===== src/hw/fp2_exp_pkg.sv =====
/*
  Shared constants and types for the Fp2 exponentiation engine.
  Field is GF(8191), a Mersenne prime with P = 3 mod 4, so u^2 = -1 is valid.
  Every Fp value passed around is assumed to be already reduced below P.
*/
package fp2_exp_pkg;

  // Base field
  localparam int FE_BITS = 13;

  typedef logic [FE_BITS-1:0] fe_t;

  localparam fe_t FE_P = 13'd8191;  // 2^13 - 1

  // Element of Fp2 as re + im*u
  typedef struct packed {
    fe_t re;
    fe_t im;
  } fe2_t;

  // Fixed exponent, walked from bit LOOP_TOP-1 down to bit 0
  localparam logic [15:0] LOOP_X   = 16'hD201;
  localparam int          LOOP_TOP = 15;  // Highest set bit of LOOP_X

  // Depth of the request buffer in front of the multiplier
  localparam int FIFO_DEPTH = 4;

  // Names of the four partial products of one Fp2 step
  typedef enum logic [1:0] {
    TAG_RR,  // re * re
    TAG_II,  // im * im
    TAG_RI,  // re * im
    TAG_IR   // im * re, multiply step only
  } prod_tag_e;

  // Controller FSM
  typedef enum logic [2:0] {
    ST_IDLE,
    ST_SQR,   // Issue the three products of f^2
    ST_MUL,   // Issue the four products of f*g
    ST_WAIT,  // Collect products and update f
    ST_OUT
  } ctrl_state_e;

endpackage


===== src/hw/fp_mul_if.sv =====
/*
  One tagged Fp multiply request with a valid/ready handshake.
  The source holds a, b and tag steady while val is high and rdy is low.
*/
`timescale 1ns/1ps

interface fp_mul_if import fp2_exp_pkg::*; ();

  logic      val;
  logic      rdy;
  fe_t       a;
  fe_t       b;
  prod_tag_e tag;  // Travels with the product back to the requester

  modport source (
    output val,
    output a,
    output b,
    output tag,
    input  rdy
  );

  modport sink (
    input  val,
    input  a,
    input  b,
    input  tag,
    output rdy
  );

endinterface


===== src/hw/fp2_exp_ctrl.sv =====
/*
  Square-and-multiply controller computing g^LOOP_X over Fp2.
  All results must be accepted on arrival, there is no ready on the result path.
  Inputs above P-1 give undefined results.
*/
`timescale 1ns/1ps

module fp2_exp_ctrl import fp2_exp_pkg::*; (
  input  logic      i_clk,
  input  logic      i_rst,
  // Input element
  input  logic      i_val,
  output logic      o_rdy,
  input  fe2_t      i_g,
  // Result element
  output logic      o_val,
  input  logic      i_rdy,
  output fe2_t      o_f,
  // Product requests to the shared multiplier
  fp_mul_if.source  o_req,
  // Returned products
  input  logic      i_res_val,
  input  fe_t       i_res_dat,
  input  prod_tag_e i_res_tag
);

  ctrl_state_e                   state;
  logic [$clog2(LOOP_TOP)-1:0]   bit_idx;  // Exponent bit of the current step
  logic                          step_mul; // Current step is f*g, else f^2
  logic [1:0]                    iss_cnt;  // Requests issued in this step
  logic [3:0]                    got_q;    // One bit per received tag
  logic [3:0]                    need;
  fe_t                           prod_q [4];
  fe2_t                          g_q;
  fe2_t                          f_q;
  prod_tag_e                     iss_tag;
  logic                          last_iss;
  logic                          accept;
  logic                          step_done;

  // Modular add, both operands below P
  function automatic fe_t fe_add(input fe_t x, input fe_t y);
    logic [FE_BITS:0] s;
    s = {1'b0, x} + {1'b0, y};
    if (s >= {1'b0, FE_P}) begin
      s = s - {1'b0, FE_P};
    end
    return s[FE_BITS-1:0];
  endfunction

  // Modular subtract, both operands below P
  function automatic fe_t fe_sub(input fe_t x, input fe_t y);
    fe_t d;
    if (x >= y) begin
      d = x - y;
    end else begin
      d = x + (FE_P - y);  // Stays below P, no wrap
    end
    return d;
  endfunction

  assign iss_tag   = prod_tag_e'(iss_cnt);
  assign need      = step_mul ? 4'b1111 : 4'b0111;  // Square never asks for TAG_IR
  assign last_iss  = step_mul ? (iss_cnt == 2'd3) : (iss_cnt == 2'd2);
  assign accept    = (state == ST_IDLE) && i_val && o_rdy;
  assign step_done = (state == ST_WAIT) && (got_q == need);

  assign o_val = (state == ST_OUT);
  assign o_f   = f_q;  // f is frozen while in ST_OUT

  // Request operands follow the issue counter
  always_comb begin
    o_req.val = (state == ST_SQR) || (state == ST_MUL);
    o_req.tag = iss_tag;
    case (iss_tag)
      TAG_RR: begin
        o_req.a = f_q.re;
        o_req.b = step_mul ? g_q.re : f_q.re;
      end
      TAG_II: begin
        o_req.a = f_q.im;
        o_req.b = step_mul ? g_q.im : f_q.im;
      end
      TAG_RI: begin
        o_req.a = f_q.re;
        o_req.b = step_mul ? g_q.im : f_q.im;
      end
      default: begin
        o_req.a = f_q.im;
        o_req.b = g_q.re;
      end
    endcase
  end

  always_ff @(posedge i_clk) begin
    if (i_rst) begin
      state    <= ST_IDLE;
      o_rdy    <= 1'b0;
      bit_idx  <= '0;
      step_mul <= 1'b0;
      iss_cnt  <= 2'd0;
      got_q    <= 4'd0;
    end else begin
      if (i_res_val) begin
        got_q[i_res_tag] <= 1'b1;
      end

      case (state)
        ST_IDLE: begin
          o_rdy <= 1'b1;
          if (accept) begin
            o_rdy    <= 1'b0;
            bit_idx  <= ($clog2(LOOP_TOP))'(LOOP_TOP - 1);
            step_mul <= 1'b0;
            iss_cnt  <= 2'd0;
            state    <= ST_SQR;
          end
        end
        ST_SQR, ST_MUL: begin
          if (o_req.val && o_req.rdy) begin
            iss_cnt <= iss_cnt + 2'd1;
            if (last_iss) begin
              state <= ST_WAIT;
            end
          end
        end
        ST_WAIT: begin
          if (step_done) begin
            got_q   <= 4'd0;  // Every issued product is in, nothing else can arrive
            iss_cnt <= 2'd0;
            if (!step_mul && LOOP_X[bit_idx]) begin
              step_mul <= 1'b1;
              state    <= ST_MUL;
            end else if (bit_idx == '0) begin
              state <= ST_OUT;
            end else begin
              bit_idx  <= bit_idx - 1'b1;
              step_mul <= 1'b0;
              state    <= ST_SQR;
            end
          end
        end
        ST_OUT: begin
          if (i_rdy) begin
            o_rdy <= 1'b1;
            state <= ST_IDLE;
          end
        end
        default: state <= ST_IDLE;
      endcase
    end
  end

  // Operand and product storage
  always_ff @(posedge i_clk) begin
    if (accept) begin
      g_q <= i_g;
      f_q <= i_g;  // Loop starts from f = g
    end else if (step_done) begin
      f_q.re <= fe_sub(prod_q[TAG_RR], prod_q[TAG_II]);
      // Square gives 2*re*im, multiply gives re*g.im + im*g.re
      f_q.im <= fe_add(prod_q[TAG_RI], step_mul ? prod_q[TAG_IR] : prod_q[TAG_RI]);
    end
    if (i_res_val) begin
      prod_q[i_res_tag] <= i_res_dat;
    end
  end

endmodule


===== src/hw/mul_req_fifo.sv =====
/*
  Four-entry request FIFO between the controller and the multiplier.
  rdy drops only when all entries are full; a write into an empty FIFO
  is visible at the output one cycle later.
*/
`timescale 1ns/1ps

module mul_req_fifo import fp2_exp_pkg::*; (
  input  logic     i_clk,
  input  logic     i_rst,
  fp_mul_if.sink   i_req,
  fp_mul_if.source o_req
);

  fe_t       a_mem   [FIFO_DEPTH];
  fe_t       b_mem   [FIFO_DEPTH];
  prod_tag_e tag_mem [FIFO_DEPTH];

  logic [1:0] wr_ptr;  // Wraps naturally at depth 4
  logic [1:0] rd_ptr;
  logic [2:0] count;
  logic       wr_en;
  logic       rd_en;

  assign i_req.rdy = (count != 3'(FIFO_DEPTH));
  assign wr_en     = i_req.val && i_req.rdy;

  assign o_req.val = (count != 3'd0);
  assign o_req.a   = a_mem[rd_ptr];
  assign o_req.b   = b_mem[rd_ptr];
  assign o_req.tag = tag_mem[rd_ptr];
  assign rd_en     = o_req.val && o_req.rdy;

  always_ff @(posedge i_clk) begin
    if (i_rst) begin
      wr_ptr <= 2'd0;
      rd_ptr <= 2'd0;
      count  <= 3'd0;
    end else begin
      if (wr_en) begin
        wr_ptr <= wr_ptr + 2'd1;
      end
      if (rd_en) begin
        rd_ptr <= rd_ptr + 2'd1;
      end
      count <= count + {2'd0, wr_en} - {2'd0, rd_en};  // Push and pop may share a cycle
    end
  end

  always_ff @(posedge i_clk) begin
    if (wr_en) begin
      a_mem[wr_ptr]   <= i_req.a;
      b_mem[wr_ptr]   <= i_req.b;
      tag_mem[wr_ptr] <= i_req.tag;
    end
  end

endmodule


===== src/hw/fp_mul_mersenne.sv =====
/*
  Multiplier modulo 2^13 - 1 with one 13x7 partial product unit.
  A new pair is taken every second cycle, the product appears 3 cycles
  after the accept edge. Operands must be below P.
*/
`timescale 1ns/1ps

module fp_mul_mersenne import fp2_exp_pkg::*; (
  input  logic      i_clk,
  input  logic      i_rst,
  fp_mul_if.sink    i_req,
  output logic      o_res_val,
  output fe_t       o_res_dat,
  output prod_tag_e o_res_tag
);

  // Stage 1, low partial product done, high half of b pending
  logic             s1_val;
  fe_t              s1_a;
  logic [5:0]       s1_bhi;
  logic [19:0]      s1_acc;
  prod_tag_e        s1_tag;
  // Stage 2, full 26 bit product
  logic             s2_val;
  logic [25:0]      s2_prod;
  prod_tag_e        s2_tag;
  // Stage 3, folded sum below 2P
  logic             s3_val;
  logic [FE_BITS:0] s3_fold;
  prod_tag_e        s3_tag;

  fe_t         mul_a;
  logic [6:0]  mul_b;
  logic [19:0] pp;
  logic        accept;

  assign i_req.rdy = !s1_val;  // Partial product unit busy with the high half
  assign accept    = i_req.val && i_req.rdy;

  // Shared partial product, low half of b on accept, high half a cycle later
  always_comb begin
    mul_a = s1_val ? s1_a : i_req.a;
    mul_b = s1_val ? {1'b0, s1_bhi} : i_req.b[6:0];
    pp    = {7'd0, mul_a} * {13'd0, mul_b};
  end

  always_ff @(posedge i_clk) begin
    if (i_rst) begin
      s1_val    <= 1'b0;
      s2_val    <= 1'b0;
      s3_val    <= 1'b0;
      o_res_val <= 1'b0;
    end else begin
      s1_val    <= accept;
      s2_val    <= s1_val;
      s3_val    <= s2_val;
      o_res_val <= s3_val;
    end
  end

  always_ff @(posedge i_clk) begin
    s1_a    <= i_req.a;
    s1_bhi  <= i_req.b[12:7];
    s1_acc  <= pp;
    s1_tag  <= i_req.tag;

    s2_prod <= {6'd0, s1_acc} + {pp[18:0], 7'd0};  // a*b_hi fits in 19 bits
    s2_tag  <= s1_tag;

    // 2^13 = 1 mod P, so the high word folds onto the low word
    s3_fold <= {1'b0, s2_prod[FE_BITS-1:0]} + {1'b0, s2_prod[2*FE_BITS-1:FE_BITS]};
    s3_tag  <= s2_tag;

    if (s3_fold >= {1'b0, FE_P}) begin
      o_res_dat <= fe_t'(s3_fold - {1'b0, FE_P});
    end else begin
      o_res_dat <= s3_fold[FE_BITS-1:0];
    end
    o_res_tag <= s3_tag;
  end

endmodule


===== src/hw/fp2_exp_top.sv =====
/*
  Fp2 exponentiation engine, computes g^0xD201 with g = re + im*u mod 8191.
  Latency varies with the exponent walk; o_val marks the end.
*/
`timescale 1ns/1ps

module fp2_exp_top import fp2_exp_pkg::*; (
  input  logic i_clk,
  input  logic i_rst,
  // Input element
  input  logic i_val,
  output logic o_rdy,
  input  fe_t  i_g_re,
  input  fe_t  i_g_im,
  // Result element
  output logic o_val,
  input  logic i_rdy,
  output fe_t  o_f_re,
  output fe_t  o_f_im
);

  fp_mul_if req_ctrl ();  // Controller to FIFO
  fp_mul_if req_mul ();   // FIFO to multiplier

  logic      res_val;
  fe_t       res_dat;
  prod_tag_e res_tag;
  fe2_t      g_in;
  fe2_t      f_out;

  assign g_in   = '{re: i_g_re, im: i_g_im};
  assign o_f_re = f_out.re;
  assign o_f_im = f_out.im;

  fp2_exp_ctrl u_ctrl (
    .i_clk     ( i_clk    ),
    .i_rst     ( i_rst    ),
    .i_val     ( i_val    ),
    .o_rdy     ( o_rdy    ),
    .i_g       ( g_in     ),
    .o_val     ( o_val    ),
    .i_rdy     ( i_rdy    ),
    .o_f       ( f_out    ),
    .o_req     ( req_ctrl ),
    .i_res_val ( res_val  ),
    .i_res_dat ( res_dat  ),
    .i_res_tag ( res_tag  )
  );

  mul_req_fifo u_fifo (
    .i_clk ( i_clk    ),
    .i_rst ( i_rst    ),
    .i_req ( req_ctrl ),
    .o_req ( req_mul  )
  );

  fp_mul_mersenne u_mul (
    .i_clk     ( i_clk   ),
    .i_rst     ( i_rst   ),
    .i_req     ( req_mul ),
    .o_res_val ( res_val ),
    .o_res_dat ( res_dat ),
    .o_res_tag ( res_tag )
  );

endmodule


===== config.mk =====
export PLATFORM = sky130hd
export DESIGN_NAME = fp2_exp_top
export DESIGN_NICKNAME = d
export VERILOG_FILES = /design/src/hw/fp2_exp_pkg.sv /design/src/hw/fp_mul_if.sv /design/src/hw/fp2_exp_ctrl.sv /design/src/hw/mul_req_fifo.sv /design/src/hw/fp_mul_mersenne.sv /design/src/hw/fp2_exp_top.sv
export SDC_FILE = /design/constraint.sdc
export NUM_CORES = 1
export LEC_CHECK = 0
export ABC_AREA = 1
export BUFFER_PORTS_ARGS = -buffer_cell sky130_fd_sc_hd__buf_2
export CELL_PAD_IN_SITES_DETAIL_PLACEMENT = 0
export CELL_PAD_IN_SITES_GLOBAL_PLACEMENT = 1
export CORE_ASPECT_RATIO = 1.5
export CORE_UTILIZATION = 44
export CTS_CLUSTER_SIZE = 16
export DETAILED_ROUTE_END_ITERATION = 10
export PLACE_DENSITY = 0.81
export SETUP_SLACK_MARGIN = 0.1
export SYNTH_ARGS = -nofsm -noshare
export SYNTH_HDL_FRONTEND = slang
export SYNTH_SLANG_ARGS = --single-unit

===== constraint.sdc =====
create_clock -name i_clk -period 5.74 [get_ports i_clk]
set_input_delay 0.574 -clock i_clk [delete_from_list [all_inputs] [get_ports i_clk]]
set_output_delay 0.574 -clock i_clk [all_outputs]
set_load 0.03 [all_outputs]

==> results of run 1 <==
repair_timing:
| item | in CTS | in global routing |
|---|---|---|
| pin swaps | 73 | 74 |
| gates resized for setup | 133 | 109 |
| endpoints found under the setup margin | 13 | 15 |
| buffers inserted | 70 | 22 |
| cloned | 2 | 1 |
flip-flops by register name (all words and copies together) (netlist names), 2 cells and up, named ones only:
| signal | cells |
|---|---|
| u_ctrl.bit_idx | 4 |
| u_ctrl.g_q | 26 |
| u_ctrl.got_q | 4 |
| u_ctrl.o_f | 26 |
| u_ctrl.o_req.tag | 2 |
| u_ctrl.prod_q | 52 |
| u_ctrl.state | 3 |
| u_fifo.a_mem | 52 |
| u_fifo.b_mem | 52 |
| u_fifo.count | 3 |
| u_fifo.rd_ptr | 2 |
| u_fifo.tag_mem | 8 |
| u_fifo.wr_ptr | 2 |
| u_mul.o_res_dat | 13 |
| u_mul.o_res_tag | 2 |
| u_mul.s1_a | 13 |
| u_mul.s1_acc | 20 |
| u_mul.s1_bhi | 6 |
| u_mul.s1_tag | 2 |
| u_mul.s2_prod | 26 |
| u_mul.s2_tag | 2 |
| u_mul.s3_fold | 14 |
| u_mul.s3_tag | 2 |
through the flow:
stage	TNS [ps]	area, um^2	worst slack, ps	std cells
2_1_floorplan	0	18690	100.7	2029
3_3_place_gp	-1206	20520	-265.7	2732
3_5_place_dp	-2006	20520	-337.1	2732
4_1_cts	-157.2	22740	-40.45	2867
5_1_grt	-2390	23360	-409.5	2887
6_report	-1032	23360	-208.2	2887
per-layer routing:
metal | track usage (%) | share of wire (%) | vias up
met4 | 10.94 | 5.2 | 6
met5 | 0 | 0.082 | -
li1 | - | - | 7219
met3 | 2.975 | 4.0 | 141
met1 | 25.98 | 38 | 7040
met2 | 43.96 | 52 | 397
final cells by class:
cell class,instances,share of cell area (%)
clock inverter,21,1.082
timing repair buffer,282,9.415
multi-input combinational,1364,39.10
inverter,274,4.509
sequential,345,38.85
tap,558,2.988
clock buffer,43,4.054
Yosys cell counts, types with 4 or more instances:
library cell	count
nand2_1	470
inv_1	269
edfxtp_1	216
nor2_1	195
dfxtp_1	129
nand3_1	109
ha_1	105
a21oi_1	102
o21ai_0	98
fa_1	60
xor2_1	54
clkbuf_1	32
xnor2_1	28
a31oi_1	18
o21a_1	14
o22ai_1	14
o32ai_1	13
nand4_1	11
a21o_1	10
o21ai_1	9
buf_2	7
nand3b_1	7
buf_1	6
nor3_1	6
o21bai_1	6
clkinv_1	4
nand2_2	4
or2_2	4
kinds of logic after synthesis:
kind of cell / synth area share (%)
and+or+nand+nor: 17.86
xor gates and xnor gates: 3.950
AOI/OAI and AO/OA: 9.293
muxes: 0.05383
buffers and inverters: 6.547
adders and majority gates: 13.53
DFF: 48.77
worst min path at each step:
stage,endpoint,slack (ps),cells past startpoint
5_1_grt,u_ctrl.g_q[12]$_DFFE_PP_,220,1
6_report,u_ctrl.g_q[12]$_DFFE_PP_,230,1
3_5_place_dp,u_mul.s3_tag[1]$_DFF_P_,310,0
4_1_cts,u_ctrl.g_q[12]$_DFFE_PP_,210,1
2_1_floorplan,u_mul.o_res_tag[0]$_DFF_P_,310,0
3_3_place_gp,u_mul.s2_prod[2]$_DFF_P_,310,0
==> flow_summary_export.csv, run 1 <==
group,metric,value,unit
clocking,cts_root_buffer,"clkbuf_16",
yosys,synth_cell_type_count,49,
routing,drt_pre_antenna_iters,6,
status,violations,"setup timing",
setup_path,crit_path_start_kind,"register",
setup_path,critPathTopFamily,"adder cells",
timing,hold_viol,0,
cells_and_area,n_antenna_cell,0,
setup_path,crit_path_top_delay_cell,"fa_1",
timing,setup_viol,8,
yosys,syn-num-nets,2224,
routing,avgRoutedWirePerCell,17.40,um
timing,slew_headroom,17.42,%
floorplanning,start_util,44.86,%
yosys,ys_warn_count,0,
clocking,cts_hold_buf,0,
timing,fin_skew,20.10,ps
setup_path,rrSetupSlack,-210,ps
yosys,synth_ff_type,"edfxtp_1",
yosys,netlist_area,0.01859,mm^2
yosys,synth_edf_count,216,
yosys,synthCells,2029,
routing,vias_per_cell,5.127,
timing,layout_setup_ws,-208.2,ps
global_route,grt_overflow,0,
yosys,yosys.area.top_type_share,34.88,%
timing,worst_pin_slew,1236,ps
timing,fmax,0.1681,GHz
hold_path,hp-class,"in -> reg",
yosys,ys_seq_area_share,48.77,%
setup_path,worst-path-buf-inv,5,
clocking,numCtsBuffers,36,
yosys,synth_top_area_cell,"edfxtp_1",
setup_path,setup.worst_path.end_class,"register",
global_route,grt_max_degree,51,
cells_and_area,seq_area,0.009076,mm^2
floorplanning,die_w,169.8,um
timing,min_period,5948,ps
cells_and_area,final_util,56.37,%
routing,wl,50230,um
routing,drtAntennaViolNets,0,
place,portBuffers,57,
cells_and_area,finalNetCount,2498,
clocking,clk_path_buf_depth,3,
job,cap_violations,0,
setup_path,worstSetupEndpoint,"u_mul.s2_prod[25]$_DFF_P_",
yosys,synthArstFlopShare,0,%
setup_path,crit_top_cell,"nand2_2",
cells_and_area,final_common_cell,"nand2_1",
cells_and_area,drive_gt1_share,22.46,%
clocking,clkTransAtPathRegs,60,ps
cells_and_area,fill_cells,3601,
global_route,antenna_found_initial,3,
cells_and_area,final_cell_mix,"nand2_1, inv_1, edfxtp_1",
routing,drc_errors,0,
status,status,"finished, violations left",
floorplanning,core,0.04144,mm^2
timing,fin_crit_sh,103.6,%
clocking,htreeDepth,2,
floorplanning,fp-row-count,91,
routing,vias,14800,
cells_and_area,areaGrowthSynthToFinish,25.64,%
place,dp_hpwl,36930,um
setup_path,required,6160,ps
timing,rsz0062_at_grt,"true",
setup_path,critical-path-max-stage-delay,570,ps
timing,slew_viol_final,0,
setup_path,r2r_end,"u_mul.s2_prod[25]$_DFF_P_",
cells_and_area,multi_input_area,0.009135,mm^2
timing,worst_hold_slack,231.6,ps
yosys,syn_area_per_cell,9.164,um^2
place,place_congestion,0.8814,
floorplanning,die-height,253.8,um
setup_path,crit_path_max_fanout,9,
yosys,ys_ff_latch,345,
global_route,grt_first_pass_wirelength,78050,um
setup_path,cp_data_arrival_time,6370,ps
hold_path,worstHoldStart,"i_g_im[12]",
routing,dr.first_iter.drc_count,918,
floorplanning,die_area,0.04310,mm^2
clocking,tritoncts,"yes",
clocking,cts.sinks,345,
clocking,clkLatencyLatePin,540,ps
global_route,grt_pass1_vias,15030,
setup_path,crit_cells,31,
global_route,track_usage,23.45,%
setup_path,r2r_cells,31,
floorplanning,io_pins,58,
yosys,synth.area.top_cells,"edfxtp_1, dfxtp_1, nand2_1",
setup_path,crit_type,"reg -> reg",
Power of run 1 is left out: the tool's default activity adds up to more than one toggle a clock period on the data nets, which glitch-free logic cannot reach.
==> run 2, diff against run 1 <==
Settings changed: CAP_MARGIN set to 20, SYNTH_HIERARCHICAL set to 1.
==> run 2 against run 1 <==
  * The run still ends with setup timing left
  * Global-route usage decreased by 0.79 points
  * Core utilization shrank 1.0 points
  * Via count decreased by 3.5%
  * Critical path depth increased by 2
  * First-iteration DRC count is 22% lower
  * Synthesized cell count down 0.54%
  * Final cell count shrank 1.5%
  * Sequential share of layout area is 0.20 points higher
  * Wire length shrank 3.8%
  * Hold slack improved by 5.8 ps
  * Critical endpoint is now u_mul/s2_prod[23]$_DFF_P_
==> flow_summary_export.csv, run 2 <==
group,metric,value,unit
setup_path,crit_top_cell,"nand2_2",
status,violations,"setup timing",
routing,drc_errors,0,
cells_and_area,n_antenna_cell,0,
global_route,grt_overflow,0,
setup_path,critical-path-max-stage-delay,580,ps
clocking,tritoncts,"yes",
yosys,netlist_area,0.01877,mm^2
yosys,ys_warn_count,6,
yosys,synth_common_cells,"nand2_1, inv_1, edfxtp_1",
yosys,synth_ff_type,"edfxtp_1",
floorplanning,die_area,0.04351,mm^2
timing,slew_viol_final,0,
setup_path,setup.worst_path.end_class,"register",
yosys,synthCells,2018,
setup_path,cp_data_arrival_time,6220,ps
place,portBuffers,57,
clocking,clk_path_buf_depth,3,
timing,fmax,0.1723,GHz
yosys,synth_edf_count,216,
routing,dr.first_iter.drc_count,714,
setup_path,crit_cells,33,
global_route,antenna_found_initial,1,
global_route,grt_pass1_vias,14250,
setup_path,crit_path_max_fanout,8,
setup_path,required,6160,ps
setup_path,crit_path_top_delay_cell,"fa_2",
place,dp_hpwl,36400,um
timing,fin_skew,20.48,ps
yosys,synth_top_area_cell,"edfxtp_1",
yosys,syn-num-nets,2211,
hold_path,hold_path_depth,1,
job,cap_violations,0,
setup_path,r2r_cells,33,
global_route,grt_max_degree,55,
cells_and_area,top_regs,"u_ctrl/prod_q: 52 flops, u_fifo/a_mem: 52 flops, u_fifo/b_mem: 52 flops",
timing,slew_headroom,26.28,%
timing,setup_viol,4,
place,place_congestion,0.8713,
yosys,ys_ff_latch,345,
setup_path,crit_path_start_kind,"register",
timing,layout_setup_ws,-63.67,ps
yosys,syn_area_per_cell,9.302,um^2
timing,rsz0062_at_grt,"true",
clocking,htreeDepth,2,
yosys,synthArstFlopShare,0,%
cells_and_area,finalNetCount,2447,
cells_and_area,areaGrowthSynthToFinish,23.82,%
floorplanning,die_w,170.6,um
routing,vias_per_cell,5.021,
floorplanning,io_pins,58,
cells_and_area,final_cell_mix,"nand2_1, inv_1, edfxtp_1",
clocking,clkTransAtPathRegs,60,ps
yosys,yosys.area.top_type_share,34.55,%
global_route,track_usage,22.66,%
cells_and_area,drive_gt1_share,22.67,%
floorplanning,start_util,44.68,%
global_route,grt_first_pass_wirelength,75570,um
clocking,numCtsBuffers,35,
timing,tns,-133.9,ps
yosys,synth_cell_type_count,52,
floorplanning,die-height,255.0,um
timing,hold_viol,0,
routing,drtAntennaViolNets,0,
timing,min_period,5804,ps
clocking,cts.sinks,345,
floorplanning,core,0.04202,mm^2
setup_path,crit_type,"reg -> reg",
status,status,"finished, violations left",
yosys,synth.area.top_cells,"edfxtp_1, dfxtp_1, nand2_1",
hold_path,hp-class,"in -> reg",
routing,vias,14290,
yosys,post-synth-top-count-cell,"nand2_1",
routing,wl,48310,um
timing,worst_pin_slew,1106,ps
clocking,cts_root_buffer,"clkbuf_16",
clocking,clkLatencyLatePin,550,ps
yosys,ys_seq_area_share,48.31,%
routing,avgRoutedWirePerCell,16.98,um
timing,fin_crit_sh,101.1,%
routing,drt_pre_antenna_iters,5,
hold_path,worstHoldStart,"i_g_re[7]",
setup_path,critPathTopFamily,"adder cells",
setup_path,worst-path-buf-inv,8,
floorplanning,fp-row-count,92,
clocking,cts_hold_buf,0,
cells_and_area,final_common_cell,"nand2_1",
run 2: logic make-up after synthesis:
group	after synthesis	synth area share (%)
AOI/OAI and AO/OA	311	9.538
xor gates and xnor gates	76	3.546
adders and majority gates	163	13.26
buffers and inverters	317	6.719
DFF	345	48.31
muxes	3	0.1666
and+or+nand+nor	803	18.46
run 2: what timing repair did:
| item | 4_1_cts | 5_1_grt |
|---|---|---|
| buffers inserted | 25 | 24 |
| pin swaps | 43 | 69 |
| setup endpoints to repair | 10 | 13 |
| gates resized for setup | 115 | 102 |
| cloned | 2 | 1 |
run 2: metal layers:
metal / track usage [%] / part of all wire, % / vias up
met5: 0 / 0.021 / -
met4: 9.241 / 3.9 / 2
met3: 2.350 / 3.8 / 100
met2: 41.75 / 52 / 290
met1: 26.65 / 40 / 6773
li1: - / - / 7121
run 2: final timing paths:
| path | to | slack (ps) |
|---|---|---|
| setup / recovery | u_mul/s2_prod[23]$_DFF_P_ | -60 |
| hold / removal | u_ctrl/g_q[20]$_DFFE_PP_ | 240 |
| setup reg to reg | u_mul/s2_prod[23]$_DFF_P_ | -60 |
| hold reg to reg | u_mul/s2_prod[0]$_DFF_P_ | 330 |
run 2: cell type report:
cell class              count  area (um^2)
clock buffers              41        939.7
clock inverters            23        302.8
fillers                  3656        18770
inverters                 274         1054
multi-input cells        1356         9245
flip-flops and latches    345         9076
well taps                 564        705.7
repair buffers            242         1921
run 2: stage by stage:
step	worst slack [ps]	hold WS, ps	cell area (um^2)	cells	utilization, %
6_report	-63.67	237.4	23240	2845	55.32
5_1_grt	-268.3	224.4	23240	2845	55.32
4_1_cts	-5.169	219.2	22610	2820	53.80
3_5_place_dp	-281.6	312.1	20720	2729	49.32
3_3_place_gp	-234.2	316.1	20690	2728	49.26
2_1_floorplan	102.2	309.6	18830	2018	-
run 2: worst register-to-register path, delay by kind of cell (launching register included):
kind	cells	cell delay, ps
AO/OA/AOI/OAI	3	300
XOR/XNOR	1	160
adder cells (fa/ha/maj)	6	2660
buffers and inverters	8	830
flip-flops	1	420
AND/OR/NAND/NOR	15	1330
Power of run 2 is left out for the same reason.
